==> src/scroll_tile_pkg.sv <==
package scroll_tile_pkg;

    typedef logic signed [12:0] scroll_t;    // position, offset and their sum

    // tilemap ram, two words per entry (attribute, then number)
    localparam int map_cols  = 32;
    localparam int map_col_w = $clog2(map_cols);

    typedef logic [10:0] tilemap_addr_t;
    typedef logic [15:0] tilemap_word_t;

    // graphics rom request and data
    typedef logic [31:0] gfx_data_t;    // eight 4-bit pixels, pixel 0 in the low nibble
    typedef logic [14:0] gfx_num_t;
    typedef logic [15:0] gfx_offs_t;
    typedef logic [2:0]  gfx_bank_t;

    typedef struct packed {
        logic [3:0] prio;
        logic [6:0] pal;
        logic [3:0] code;    // 0 is transparent
    } pixel_t;

    typedef enum logic [2:0] {
        rs_idle,
        rs_map_addr,    // tile number address on the bus
        rs_tile_rd,
        rs_attr_rd,
        rs_gfx_req,
        rs_gfx_wait,
        rs_pix_wr,
        rs_done
    } render_state_t;

endpackage

==> src/video_timing_pkg.sv <==
package video_timing_pkg;

    // layer count and visible line
    localparam int num_layers = 3;
    localparam int screen_w   = 320;    // visible pixels per line

    // h/v counter width, also the line-buffer address width
    localparam int hpos_w    = 9;
    localparam int buf_depth = 1 << hpos_w;

    // 21 columns cover 320 pixels plus the fine-scroll overhang
    localparam int tiles_per_line = 21;
    localparam int tile_px        = 16;    // square tiles
    localparam int slice_px       = 8;     // pixels per graphics word

endpackage
==> src/layer_ctrl_if.sv <==
interface layer_ctrl_if;
    import scroll_tile_pkg::*;

    logic    start;       // one cycle, line begins
    logic    done;        // one cycle, line finished
    scroll_t scroll_x;    // position + offset, held until done
    scroll_t scroll_y;

    modport scheduler (
        output start,
        output scroll_x,
        output scroll_y,
        input  done
    );

    modport renderer (
        input  start,
        input  scroll_x,
        input  scroll_y,
        output done
    );

endinterface

==> src/scroll_layer_render.sv <==
module scroll_layer_render (
    input  logic                                   clk96_i,
    input  logic                                   reset96_i,
    input  logic [video_timing_pkg::hpos_w-1:0]    vrender_i,
    layer_ctrl_if.renderer                         ctrl,
    output scroll_tile_pkg::tilemap_addr_t         map_addr_o,
    input  scroll_tile_pkg::tilemap_word_t         map_dout_i,
    output logic                                   gfx_cs_o,
    input  logic                                   gfx_ok_i,
    output scroll_tile_pkg::gfx_num_t              gfx_num_o,
    output scroll_tile_pkg::gfx_offs_t             gfx_offs_o,
    output scroll_tile_pkg::gfx_bank_t             gfx_bank_o,
    input  scroll_tile_pkg::gfx_data_t             gfx_data_i,
    output logic                                   buf_we_o,
    output logic [video_timing_pkg::hpos_w-1:0]    buf_addr_o,
    output scroll_tile_pkg::pixel_t                buf_data_o
);
    import video_timing_pkg::*;
    import scroll_tile_pkg::*;

    render_state_t                       state_q;
    logic [$clog2(tiles_per_line)-1:0]   col_idx_q;    // column within the line
    logic                                slice_q;      // left or right half of the tile
    logic [$clog2(slice_px)-1:0]         px_q;
    logic                                done_q;
    tilemap_word_t                       tile_q;
    tilemap_word_t                       attr_q;
    gfx_data_t                           data_q;
    logic [hpos_w:0]                     vsum;
    logic [map_col_w-1:0]                row;
    logic [map_col_w-1:0]                col;
    logic [3:0]                          px_code;
    logic signed [10:0]                  px_x;
    logic                                px_vis;
    logic                                last_px;
    logic                                last_col;

    assign vsum = vrender_i + ctrl.scroll_y[3:0];
    assign row  = map_col_w'(ctrl.scroll_y[8:4] + vsum[8:4]);    // wraps at 32
    assign col  = map_col_w'(ctrl.scroll_x[8:4] + col_idx_q);

    // number word (odd) first, attribute word (even) while the number comes back
    assign map_addr_o = {row, col, state_q != rs_tile_rd};

    assign px_code = data_q[{px_q, 2'b00} +: 4];
    assign px_x    = 11'(col_idx_q * tile_px) + 11'(slice_q * slice_px) + 11'(px_q)
                   - 11'(ctrl.scroll_x[3:0]);
    assign px_vis  = (px_x >= 0) && (px_x < screen_w);
    assign last_px  = px_q == ($clog2(slice_px))'(slice_px - 1);
    assign last_col = col_idx_q == ($clog2(tiles_per_line))'(tiles_per_line - 1);

    assign ctrl.done = done_q;

    always_ff @(posedge clk96_i or posedge reset96_i) begin
        if (reset96_i) begin
            state_q   <= rs_idle;
            col_idx_q <= '0;
            slice_q   <= 1'b0;
            px_q      <= '0;
            gfx_cs_o  <= 1'b0;
            buf_we_o  <= 1'b0;
            done_q    <= 1'b0;
        end else begin
            buf_we_o <= 1'b0;
            done_q   <= 1'b0;
            case (state_q)
                rs_idle: if (ctrl.start) begin
                    col_idx_q <= '0;
                    state_q   <= rs_map_addr;
                end
                rs_map_addr: begin
                    slice_q <= 1'b0;
                    state_q <= rs_tile_rd;
                end
                rs_tile_rd: begin
                    if (map_dout_i != '0) begin
                        state_q <= rs_attr_rd;
                    end else if (last_col) begin
                        state_q <= rs_done;    // blank tile ends the line
                    end else begin
                        col_idx_q <= col_idx_q + 1'b1;
                        state_q   <= rs_map_addr;
                    end
                end
                rs_attr_rd: state_q <= rs_gfx_req;
                rs_gfx_req: begin
                    gfx_cs_o <= 1'b1;
                    state_q  <= rs_gfx_wait;
                end
                rs_gfx_wait: if (gfx_ok_i) begin
                    gfx_cs_o <= 1'b0;
                    px_q     <= '0;
                    state_q  <= rs_pix_wr;
                end
                rs_pix_wr: begin
                    buf_we_o <= (px_code != 4'd0) && px_vis;    // transparent or clipped
                    px_q     <= px_q + 1'b1;
                    if (last_px) begin
                        if (!slice_q) begin
                            slice_q <= 1'b1;
                            state_q <= rs_gfx_req;
                        end else if (last_col) begin
                            state_q <= rs_done;
                        end else begin
                            col_idx_q <= col_idx_q + 1'b1;
                            state_q   <= rs_map_addr;
                        end
                    end
                end
                rs_done: begin
                    done_q  <= 1'b1;
                    state_q <= rs_idle;
                end
                default: state_q <= rs_idle;
            endcase
        end
    end

    always_ff @(posedge clk96_i) begin
        if (state_q == rs_tile_rd) tile_q <= map_dout_i;
        if (state_q == rs_attr_rd) attr_q <= map_dout_i;
        if (state_q == rs_gfx_req) begin
            gfx_num_o  <= {tile_q[12:0], 2'b00};
            gfx_bank_o <= tile_q[15:13];
            // lower 8 lines at +64, right slice at +32, 4 bytes per line
            gfx_offs_o <= {9'd0, vsum[3], slice_q, vsum[2:0], 2'b00};
        end
        if (state_q == rs_gfx_wait && gfx_ok_i) data_q <= gfx_data_i;
        buf_addr_o <= px_x[hpos_w-1:0];
        buf_data_o <= '{prio: attr_q[11:8], pal: attr_q[6:0], code: px_code};
    end

endmodule

==> src/flat_wrapper.sv <==
// flat-port wrapper written by rule: the top's interface ports become plain ports
module scroll_layer_render_flat import video_timing_pkg::*; import scroll_tile_pkg::*;
  (clk96_i, reset96_i, vrender_i, map_addr_o, map_dout_i, gfx_cs_o, gfx_ok_i, gfx_num_o, gfx_offs_o, gfx_bank_o, gfx_data_i, buf_we_o, buf_addr_o, buf_data_o, ctrl_start, ctrl_scroll_x, ctrl_scroll_y, ctrl_done);
  layer_ctrl_if ctrl_i ();
  input  logic clk96_i;
  input  logic reset96_i;
  input  logic [video_timing_pkg::hpos_w-1:0] vrender_i;
  output scroll_tile_pkg::tilemap_addr_t map_addr_o;
  input  scroll_tile_pkg::tilemap_word_t map_dout_i;
  output logic gfx_cs_o;
  input  logic gfx_ok_i;
  output scroll_tile_pkg::gfx_num_t gfx_num_o;
  output scroll_tile_pkg::gfx_offs_t gfx_offs_o;
  output scroll_tile_pkg::gfx_bank_t gfx_bank_o;
  input  scroll_tile_pkg::gfx_data_t gfx_data_i;
  output logic buf_we_o;
  output logic [video_timing_pkg::hpos_w-1:0] buf_addr_o;
  output scroll_tile_pkg::pixel_t buf_data_o;
  input wire logic [$bits(ctrl_i.start)-1:0] ctrl_start;
  input wire logic [$bits(ctrl_i.scroll_x)-1:0] ctrl_scroll_x;
  input wire logic [$bits(ctrl_i.scroll_y)-1:0] ctrl_scroll_y;
  output wire logic [$bits(ctrl_i.done)-1:0] ctrl_done;
  assign ctrl_i.start = ctrl_start;
  assign ctrl_i.scroll_x = ctrl_scroll_x;
  assign ctrl_i.scroll_y = ctrl_scroll_y;
  assign ctrl_done = ctrl_i.done;
  scroll_layer_render u_core (.clk96_i(clk96_i), .reset96_i(reset96_i), .vrender_i(vrender_i), .ctrl(ctrl_i), .map_addr_o(map_addr_o), .map_dout_i(map_dout_i), .gfx_cs_o(gfx_cs_o), .gfx_ok_i(gfx_ok_i), .gfx_num_o(gfx_num_o), .gfx_offs_o(gfx_offs_o), .gfx_bank_o(gfx_bank_o), .gfx_data_i(gfx_data_i), .buf_we_o(buf_we_o), .buf_addr_o(buf_addr_o), .buf_data_o(buf_data_o));
endmodule
==> config.mk <==
export PLATFORM = sky130hd
export DESIGN_NAME = scroll_layer_render_flat
export DESIGN_NICKNAME = d
export VERILOG_FILES = /design/src/scroll_tile_pkg.sv /design/src/video_timing_pkg.sv /design/src/layer_ctrl_if.sv /design/src/scroll_layer_render.sv /design/src/flat_wrapper.sv
export SDC_FILE = /design/constraint.sdc
export NUM_CORES = 1
export LEC_CHECK = 0
export BUFFER_PORTS_ARGS = -buffer_cell sky130_fd_sc_hd__buf_2
export CORE_ASPECT_RATIO = 1.75
export CORE_MARGIN = 5
export CORE_UTILIZATION = 51
export CTS_CLUSTER_SIZE = 24
export DETAILED_ROUTE_END_ITERATION = 8
export PLACE_DENSITY = 0.79
export SYNTH_ARGS = -nofsm -noshare
export SYNTH_HDL_FRONTEND = slang
export SYNTH_SLANG_ARGS = --single-unit
export TNS_END_PERCENT = 10
==> constraint.sdc <==
create_clock -name clk96_i -period 3.2 [get_ports clk96_i]
set_input_delay 0.32 -clock clk96_i [delete_from_list [all_inputs] [get_ports clk96_i]]
set_output_delay 0.32 -clock clk96_i [all_outputs]
set_load 0.02 [all_outputs]
==> results.md, run 1 <==
- Status: finished, violations left
- Failing checks: negative hold slack
- # rows: 48
- Fin util: 66.62%
- DIE AREA: 12400 um2
- Synth Instances: 363
- Crit Path Max Fanout: 3
- Post-Place Setup Slack: -29.05 ps
- Critical path buffers and inverters: 4
- Critical path's slowest cell: fa_2
- Htree depth: 4
- Post-Synth Adder-Cell Area: 7.790%
- Average size of a mapped cell: 14.34 um2
- Initial DRC count: 117
- Chip Width: 86.36 um
- WP depth: 16
- Worst path cell trace: buf_2 > ha_1 > inv_1 > fa_2 > nor2b_1 > o21ai_0 > nand2b_1 > buf_4 > nand3_1 > xnor2_1 > ha_1 > a21o_1 > a21oi_2 > xnor2_2 > xnor2_1 > buf_4
- Synth Area in Compound Gates: 7.887%
- # IOs: 159
- Ant. Diodes: 0
- Peak supply drop: 0.7985 mV
- Rel. slew slack: 33.60%
- Number of port buffers: 137
- Clock buffer depth: 2
- Via density: 5.157
- Drt total wl: 10500 um
- Worst-path clk slew: 60 ps
- Worst setup path category: input port to output port
- Number of synthesized flops with an enable pin: 80
- Worst Setup End Kind: output port
- Post-route insts no fill: 654
- Design Area, Final: 6601 um2
- Fillers: 741
- Reg-to-reg endpoint: u_core.buf_we_o
- CORE AREA: 9910 um2
- Worst setup path startpoint: ctrl_scroll_y[0]
- CTS tree: built
- Met1 Use GR: 18.26%
- Hold WC Path Type: input port to asynchronous set/reset pin
- Vias in the first global route: 3504
- Comb power frac: 30.8%
- Internal: 3.922 mW
- Inst Count DP: 621
- Critical Path RT: 2880 ps
- Pleak: 2.834 nW
- Largest family of logic cells by synthesized area: simple AND/OR/NAND/NOR gates
- Critical path arrival: 2740 ps
- Worst path top cell family by delay: adder cells
- Synth warnings: 0
- Flops & latches, synth: 119
- Met2 Usage GRT: 30.91%
- Share of layout cells above drive strength 1: 37.62%
- XOR/XNOR share of the synthesized area: 4.376%
- Post-layout minimum cycle time: 3060 ps
- Setup slack, reg-to-reg: 700 ps
- Simple-gate share of the synthesized area: 8.199%
- Via Count: 3373
- Multi-input logic area: 1793 um2
- Clk network pwr share: 30.6%
- Setup ws final: 140.4 ps
- Mux cell area share after synthesis: 4.809%
- Number of distinct library cells after synthesis: 55
- Global placer's final weighted congestion: 0.8372
- Seq pwr share: 38.6%
- Hold_ws: -22.63 ps
- First-pass GRT wire length: 16460 um
- Met3 usage in global routing: 5.909%
- CTS sink cnt: 119
- Root buf cell: clkbuf_16
- Die extent in y: 143.6 um
- Largest net degree at the start of global routing: 34
- Total grt overflow: 0
- Worst-Skew Late Latency: 410 ps
- Detailed Place HPWL: 8014 um
- Initial Util: 52.51%
- Ys async rst share: 12.61%
- # nets final: 633
- CTS Buf Count: 17
- Detailed Routing Iterations Pass 1: 5
- Routed wire per std cell: 16.05 um
- DR DRC count: 0
- Placed Area: 5997 um2
- Max frequency: 326.8 MHz
- CP startpoint kind: input port
- PwrDens: 901.8 nW/um2
- FF/Latch Area: 3258 um2
- Net Sw Frac: 34.12%
- Crit path largest cell delay: 340 ps
- Fin crit share: 95.61%
- Final setup vio count: 0
- Top Usage Layer GRT: met2
- Net Switching: 2.031 mW
- Final Hold Violating Endpoints: 15
- P&R area growth vs syn: 26.86%
- Worst setup path end: map_addr_o[10]
- Total GRT Usage: 17.42%
- Final Max Slew Viols: 0
- Initial antenna violation count: 0
- Synth Cell Area: 5204 um2
- Reg2Reg Depth: 10
- Sequential share of the synthesized area: 62.61%
- Final Skew: 6.161 ps
- Slew @ Worst Pin: 992.4 ps
- RR Startpoint: u_core.px_q[0]
- Ys flop type: edfxtp_1
- Post-route ant nets: 0
- Maximum capacitance violations: 0
## routing by layer
metal	part of all wire [%]	up-vias	routed length [um]
met3	8.3	10	868
met1	35	1601	3675
met4	1.2	0	128
met2	55	146	5826
met5	0	-	0
li1	-	1616	-
## through the flow
step | power [mW] | TNS [ps] | hold WS (ps)
2_1_floorplan | 3.588 | 0 | 221.5
3_3_place_gp | 4.090 | 0 | 324.8
3_5_place_dp | 4.161 | -29.05 | 327.8
4_1_cts | 6.005 | 0 | 1.421
5_1_grt | 6.277 | -2.120 | 29.70
6_report | 5.953 | 0 | -22.63
## Yosys cell counts (2+ instances only)
library cell	instances	share of area, %
a211oi_1	4	0.58
a21o_1	7	1.0
a21oi_1	20	1.9
and3_1	4	0.48
buf_2	3	0.29
buf_4	13	1.9
clkbuf_1	4	0.29
dfrtp_1	15	7.2
dfxtp_1	24	9.2
edfxtp_1	80	46
fa_1	4	1.5
ha_1	26	6.3
inv_1	22	1.6
mux2_2	4	0.87
mux4_1	4	2.0
mux4_2	4	1.7
nand2_1	10	0.72
nand2b_1	5	0.60
nand3_1	5	0.48
nand4_1	2	0.24
nor2_1	20	1.4
nor2b_1	7	0.84
nor3b_1	3	0.43
nor4_2	4	0.96
o21ai_0	12	1.2
o22ai_1	3	0.36
or3_1	2	0.24
xnor2_1	17	2.9
xor2_1	9	1.5
## area by class of cell
cell class,count,area share [%]
sequential,119,49.36
tap,125,2.369
inverter,22,1.251
clock inverter,13,2.047
clock buffer,19,6.710
multi-input combinational,213,27.16
timing repair buffer,143,11.11
## power groups by stage
| stage | sequential, mW | combinational [mW] | clock [mW] |
|---|---|---|---|
| floorplan | 2.49 | 1.10 | 0 |
| global placement | 2.30 | 1.79 | 0 |
| detailed placement | 2.32 | 1.84 | 0 |
| CTS | 2.30 | 1.85 | 1.85 |
| global route | 2.34 | 2.00 | 1.94 |
| finish | 2.30 | 1.83 | 1.82 |
## worst min path at each step
stage	end	from	cells after the start
floorplan	u_core.buf_we_o	reset96_i	1
global placement	u_core.buf_data_o[10]	u_core.attr_q[6]	0
detailed placement	u_core.buf_data_o[13]	u_core.attr_q[10]	0
CTS	u_core.col_idx_q[4]	reset96_i	2
global route	u_core.px_q[1]	reset96_i	2
finish	u_core.col_idx_q[4]	reset96_i	2
## layout by cell type, fill, tap and decap left out, types with 3 or more instances in the layout
master and instances:
nand2_1 10, edfxtp_1 80, a211oi_1 4, nor2b_1 7
ha_1 26, inv_6 7, conb_1 13, nand3_1 5
dfrtp_1 15, and3_1 4, a21o_1 7, mux2_2 4
buf_4 7, nor4_2 4, mux4_1 4, o21ai_0 12
inv_1 22, xnor2_1 16, dfxtp_1 24, nor2_1 19
xor2_1 9, nand2b_1 5, o22ai_1 3, mux4_2 4
buf_2 136, clkbuf_16 17, a21oi_1 19
## registers in the layout (all words and copies together), names as in the netlist, 5 cells and up
name,cells
u_core.data_q,32
u_core.tile_q,16
u_core.buf_data_o,15
u_core.gfx_num_o,13
u_core.attr_q,11
u_core.buf_addr_o,9
u_core.col_idx_q,5
u_core.gfx_offs_o,5
## kinds of logic after synthesis
logic type                 count (synthesis)
other                                      1
AOI/OAI and AO/OA                         59
adders and majority gates                 30
and+or+nand+nor                           72
muxes                                     13
xor gates and xnor gates                  26
DFF                                      119
buffers and inverters                     43
## what timing repair did
item                                   4_1_cts  5_1_grt
buffers inserted                             1        0
cloned                                       0        0
hold buffers                                 0        0
setup endpoints to repair                    1        1
endpoints found under the hold margin        0        0
pin swaps                                    0        2
resized for setup                            1        4
(Power assumes the default switching activity.)
==> inputs of run 2 (changes only) <==
CORE_UTILIZATION = 55   (was 51)
PLACE_DENSITY = 0.85   (was 0.79)
clock period = 3.9 ns   (was 3.2 ns; I/O delays follow)
==> results.md, run 2 (same netlist as run 1, synthesis figures left out) <==
- Clock buffer depth: 2 (unchanged)
- Largest registers: u_core.data_q x32, u_core.tile_q x16, u_core.buf_data_o x15
- Setup repair bufs after CTS: 0 (-1)
- Via density: 5.228 (+1.4%)
- Critical path's slowest cell: fa_1
- Max frequency: 293.0 MHz
- Largest net degree at the start of global routing: 34 (unchanged)
- PnR Total Power: 4.898 mW (-18%)
- Total GRT Usage: 18.78% (+1.4 points)
- CP startpoint kind: input port
- Initial antenna violation count: 0 (unchanged)
- Post-route ant nets: 0 (unchanged)
- Critical Path RT: 3510 ps (+630 ps)
- Met1 Use GR: 17.87% (-0.39 points)
- Final Skew: 6.413 ps (+0.2528 ps)
- Most frequent cells in the layout: 137 x buf_2, 80 x edfxtp_1, 26 x ha_1
- Ant. Diodes: 0 (unchanged)
- Rel. slew slack: 31.01% (-2.6 points)
- Critical path buffers and inverters: 3 (-1)
- Post-CTS Hold Buffers: 0 (unchanged)
- Post-layout minimum cycle time: 3413 ps
- CTS Buf Count: 17 (unchanged)
- Root buf cell: clkbuf_16
- Worst-Skew Late Latency: 400 ps (about the same)
- Commonest non-fill, non-tap cell in the layout: buf_2
- CORE AREA: 9350 um2 (-5.6%)
- Critical path arrival: 3020 ps (+280 ps)
- Met3 usage in global routing: 7.075% (+1.2 points)
- Hold WC Path Type: input port to asynchronous set/reset pin
- Final Hold Violating Endpoints: 0 (-15)
- Drt total wl: 10730 um (+2.2%)
- Worst Setup End Kind: output port
- CTS sink cnt: 119 (unchanged)
- Fin crit share: 87.52%
- PwrDens: 746.8 nW/um2 (-17%)
- Global placer's final weighted congestion: 0.8581 (+2.5%)
- Worst path cell trace: buf_2 > ha_1 > inv_1 > fa_1 > nor2b_1 > o21ai_0 > nand2b_1 > xor2_1 > ha_1 > fa_1 > a21o_1 > a21oi_1 > xnor2_1 > xnor2_1 > buf_2
- Total grt overflow: 0 (unchanged)
- Via Count: 3388 (+0.44%)
- First-pass GRT wire length: 16970 um (+3.1%)
- Final Max Slew Viols: 0 (unchanged)
- Maximum capacitance violations: 0 (unchanged)
- Worst setup path category: input port to output port
- P&R area growth vs syn: 26.04%
- Chip Width: 83.53 um (-3.3%)
- DIE AREA: 11580 um2 (-6.6%)
- Slew @ Worst Pin: 1031 ps (+38.65 ps)
- Top reg by flops: u_core.data_q
- Top Usage Layer GRT: met2
- Share of layout cells above drive strength 1: 36.69% (-0.93 points)
- # nets final: 630 (-0.47%)
- Initial DRC count: 172 (+47%)
- RSZ-0062 raised after global routing: false
- Max reg flops: 32 (unchanged)
- Met2 Usage GRT: 36.38% (+5.5 points)
- Initial Util: 55.65% (+3.1 points)
- Crit Path Max Fanout: 3 (unchanged)
- Htree depth: 4 (unchanged)
- Detailed Place HPWL: 7930 um (-1.1%)
- Number of port buffers: 137 (unchanged)
- # IOs: 159 (unchanged)
- Pleak: 2.821 nW (-0.46%)
- Status: finished, final reports clean
- Worst path top cell family by delay: adder cells
- Final setup TNS: 0 ps (unchanged)
- Post-CTS resize count: 0 (-1)
- Worst-path clk slew: 60 ps (about the same)
- CTS tree: built
- Peak supply drop: 0.5164 mV (-35%)
- DR DRC count: 0 (unchanged)
- Vias in the first global route: 3544 (+1.1%)
- Final setup vio count: 0 (unchanged)
- Detailed Routing Iterations Pass 1: 4 (-1)
- Die extent in y: 138.7 um (-3.4%)
- Routed wire per std cell: 16.56 um (+3.2%)
- # rows: 47 (-2.1%)
- Crit path largest cell delay: 420 ps (+80 ps)
[run 2: changes by cell type in the layout (fill, tap and decap cells not counted), moves of 2 or more]
| cell | previous run | this run |
|---|---|---|
| buf_4 | 7 | 3 |
| fa_1 | 2 | 4 |
| fa_2 | 2 | 0 |
| inv_8 | 1 | 3 |
[run 2: layer usage]
layer | share of wire, % | vias up | wire length (um)
met3 | 7.3 | 6 | 787
li1 | - | 1617 | -
met1 | 34 | 1624 | 3630
met4 | 0.93 | 0 | 100
met5 | 0 | - | 0
met2 | 58 | 141 | 6212
[run 2: worst register-to-register path, delay by kind of cell (launching register included)]
family,cells,cell delay [ps]
buffers and inverters,2,270
and+or+nand+nor,1,200
adders and majority gates,2,590
muxes,1,130
DFF,1,590
AOI/OAI and AO/OA,4,980
[run 2: layout make-up]
cell class              count  area (um2)
repair buffers            140       708.2
clock inverters            15       155.1
fillers                   645        2791
multi-input cells         213        1777
clock buffers              17       425.4
well taps                 122       152.6
inverters                  22       82.58
flip-flops and latches    119        3258
[run 2: per-stage QoR]
| stage | instance area [um2] | utilization [%] | setup WS [ps] | hold slack (ps) | std cells |
|---|---|---|---|---|---|
| floorplan | 5249 | - | 789.7 | 291.5 | 375 |
| global placement | 5978 | 63.94 | 636.1 | 325.1 | 616 |
| detailed placement | 5978 | 63.94 | 530.1 | 328.8 | 616 |
| CTS | 6559 | 70.15 | 484.5 | 61.66 | 648 |
| global route | 6559 | 70.15 | 304.9 | 102.8 | 648 |
| finish | 6559 | 70.15 | 486.8 | 51.43 | 648 |
[run 2: power by group]
| part | total [mW] | internal, mW | switching [mW] |
|---|---|---|---|
| clock network | 1.51 | 0.904 | 0.609 |
| registers | 1.92 | 1.71 | 0.217 |
| logic | 1.46 | 0.583 | 0.877 |
| total | 4.90 | 3.20 | 1.70 |
[run 2: final timing paths]
check | endpoint | cells past startpoint | startpoint | slack (ps)
worst max-delay path | map_addr_o[10] | 15 | ctrl_scroll_y[0] | 490
worst min-delay path | u_core.buf_we_o | 2 | reset96_i | 50
worst max register to register | u_core.buf_we_o | 10 | u_core.px_q[0] | 1020
worst min register to register | u_core.buf_data_o[7] | 0 | u_core.attr_q[3] | 340
max in group asynchronous | u_core.gfx_cs_o | 2 | reset96_i | 3450
min in group clk96_i | u_core.data_q[22] | 1 | gfx_data_i[22] | 160
==> inputs of run 3 (changes only) <==
MAX_ROUTING_LAYER = met4   (was default)
==> results.md, run 3 (same netlist as run 1, synthesis figures left out) <==
- Drt total wl: 10720 um (about the same)
- Final setup TNS: 0 ps (unchanged)
- Initial DRC count: 211 (+23%)
- CP startpoint kind: input port
- Post-CTS resize count: 0 (unchanged)
- Setup repair bufs after CTS: 0 (unchanged)
- Critical Path RT: 3510 ps (about the same)
- Critical path arrival: 3020 ps (about the same)
- Largest registers: u_core.data_q x32, u_core.tile_q x16, u_core.buf_data_o x15
- Total grt overflow: 0 (unchanged)
- Maximum capacitance violations: 0 (unchanged)
- Via density: 5.278 (+0.94%)
- Initial antenna violation count: 0 (unchanged)
- Clock buffer depth: 2 (unchanged)
- DIE AREA: 11580 um2 (unchanged)
- Inst Count DP: 616 (unchanged)
- Worst-Skew Late Latency: 400 ps (about the same)
- Global placer's final weighted congestion: 0.8718 (+1.6%)
- Post-layout minimum cycle time: 3412 ps (-1.177 ps)
- Final setup vio count: 0 (unchanged)
- Post-Place Setup Slack: 530.1 ps (unchanged)
- Setup ws final: 487.9 ps (+1.177 ps)
- Status: finished, final reports clean
- First-pass GRT wire length: 16960 um (about the same)
- CTS tree: built
- Rel. slew slack: 31.30% (+0.29 points)
- Post-CTS Hold Buffers: 0 (unchanged)
- Top reg by flops: u_core.data_q
- Worst setup path category: input port to output port
- Worst Setup End Kind: output port
- Worst path cell trace: buf_2 > ha_1 > inv_1 > fa_1 > nor2b_1 > o21ai_0 > nand2b_1 > xor2_1 > ha_1 > fa_1 > a21o_1 > a21oi_1 > xnor2_1 > xnor2_1 > buf_2
- Vias in the first global route: 3549 (+0.14%)
- Max frequency: 293.1 MHz (about the same)
- Crit Path Max Fanout: 3 (unchanged)
- Detailed Routing Iterations Pass 1: 4 (unchanged)
- Peak supply drop: 0.5161 mV (about the same)
- Met3 usage in global routing: 6.361% (-0.71 points)
- Hold WC Path Type: input port to asynchronous set/reset pin
- Htree depth: 4 (unchanged)
- # rows: 47 (unchanged)
- FF/Latch Area: 3258 um2 (unchanged)
- Post-route ant nets: 0 (unchanged)
- Final Skew: 4.955 ps (-1.458 ps)
- Met1 Use GR: 18.35% (+0.48 points)
- Total GRT Usage: 19.35% (+0.56 points)
- Crit path largest cell delay: 420 ps (about the same)
- # nets final: 630 (unchanged)
- Number of port buffers: 137 (unchanged)
- Fillers: 645 (unchanged)
- PnR Total Power: 4.897 mW (about the same)
- P&R area growth vs syn: 26.04% (unchanged)
- Largest net degree at the start of global routing: 34 (unchanged)
- Max reg flops: 32 (unchanged)
- Post-route insts no fill: 648 (unchanged)
- CTS sink cnt: 119 (unchanged)
- Initial Util: 55.65% (unchanged)
- Met2 Usage GRT: 36.38% (unchanged)
- Commonest non-fill, non-tap cell in the layout: buf_2
- RSZ-0062 raised after global routing: false
- Top Usage Layer GRT: met2
- Final Max Slew Viols: 0 (unchanged)
- Routed wire per std cell: 16.54 um (about the same)
- Critical path's slowest cell: fa_1
- CTS Buf Count: 17 (unchanged)
- Chip Width: 83.53 um (unchanged)
- PwrDens: 746.7 nW/um2 (about the same)
- # IOs: 159 (unchanged)
- Worst-path clk slew: 60 ps (about the same)
- Root buf cell: clkbuf_16
- Ant. Diodes: 0 (unchanged)
- Fin crit share: 87.49% (about the same)
- DR DRC count: 0 (unchanged)
- Final Hold Violating Endpoints: 0 (unchanged)
- Most frequent cells in the layout: 137 x buf_2, 80 x edfxtp_1, 26 x ha_1
- Detailed Place HPWL: 7930 um (unchanged)
- Die extent in y: 138.7 um (unchanged)
- Pleak: 2.821 nW (unchanged)
- CORE AREA: 9350 um2 (unchanged)
- Multi-input logic area: 1777 um2 (unchanged)
- Via Count: 3420 (+0.94%)
- Slew @ Worst Pin: 1027 ps (-4.327 ps)
- Share of layout cells above drive strength 1: 36.69% (unchanged)
run 3: cell counts in the layout (fill, tap and decap cells not counted):
Identical to the previous run, type by type.
run 3: critical path, delay by kind of cell:
family | cells | cell delay (ps)
adders and majority gates | 4 | 1210
AOI/OAI and AO/OA | 3 | 430
xor gates and xnor gates | 3 | 390
buffers and inverters | 3 | 340
and+or+nand+nor | 2 | 250
run 3: per-stage QoR:
stage | hold slack (ps) | utilization, % | cell area [um2]
floorplan | 291.5 | - | 5249
global placement | 325.1 | 63.94 | 5978
detailed placement | 328.8 | 63.94 | 5978
CTS | 61.66 | 70.15 | 6559
global route | 102.8 | 70.15 | 6559
finish | 52.44 | 70.15 | 6559
run 3: path summary, 6_finish.rpt:
kind,to,slack [ps],cells after the start,start
max,map_addr_o[10],490,15,ctrl_scroll_y[0]
min,u_core.buf_we_o,50,2,reset96_i
max reg2reg,u_core.buf_we_o,1030,10,u_core.px_q[0]
min reg2reg,u_core.buf_data_o[7],340,0,u_core.attr_q[3]
max in group asynchronous,u_core.gfx_cs_o,3440,2,reset96_i
min in group clk96_i,u_core.data_q[30],160,1,gfx_data_i[30]
run 3: layout make-up:
cell class	count	share of cell area [%]
Clock buffer	17	6.486
Clock inverter	15	2.366
Inverter	22	1.259
Multi-Input combinational cell	213	27.09
Sequential cell	119	49.68
Tap cell	122	2.327
Timing Repair Buffer	140	10.80
run 3: routing by layer:
layer,part of all wire (%),vias up
li1,-,1621
met5,0,-
met3,6.4,16
met4,1.7,0
met1,34,1656
met2,58,127
run 3: power breakdown:
| group | total (mW) | leakage [nW] | switching (mW) | internal, mW |
|---|---|---|---|---|
| combinational | 1.46 | 1.41 | 0.876 | 0.584 |
| sequential | 1.93 | 1.13 | 0.217 | 1.71 |
| clock | 1.51 | 0.286 | 0.608 | 0.904 |
| total | 4.90 | 2.82 | 1.70 | 3.20 |
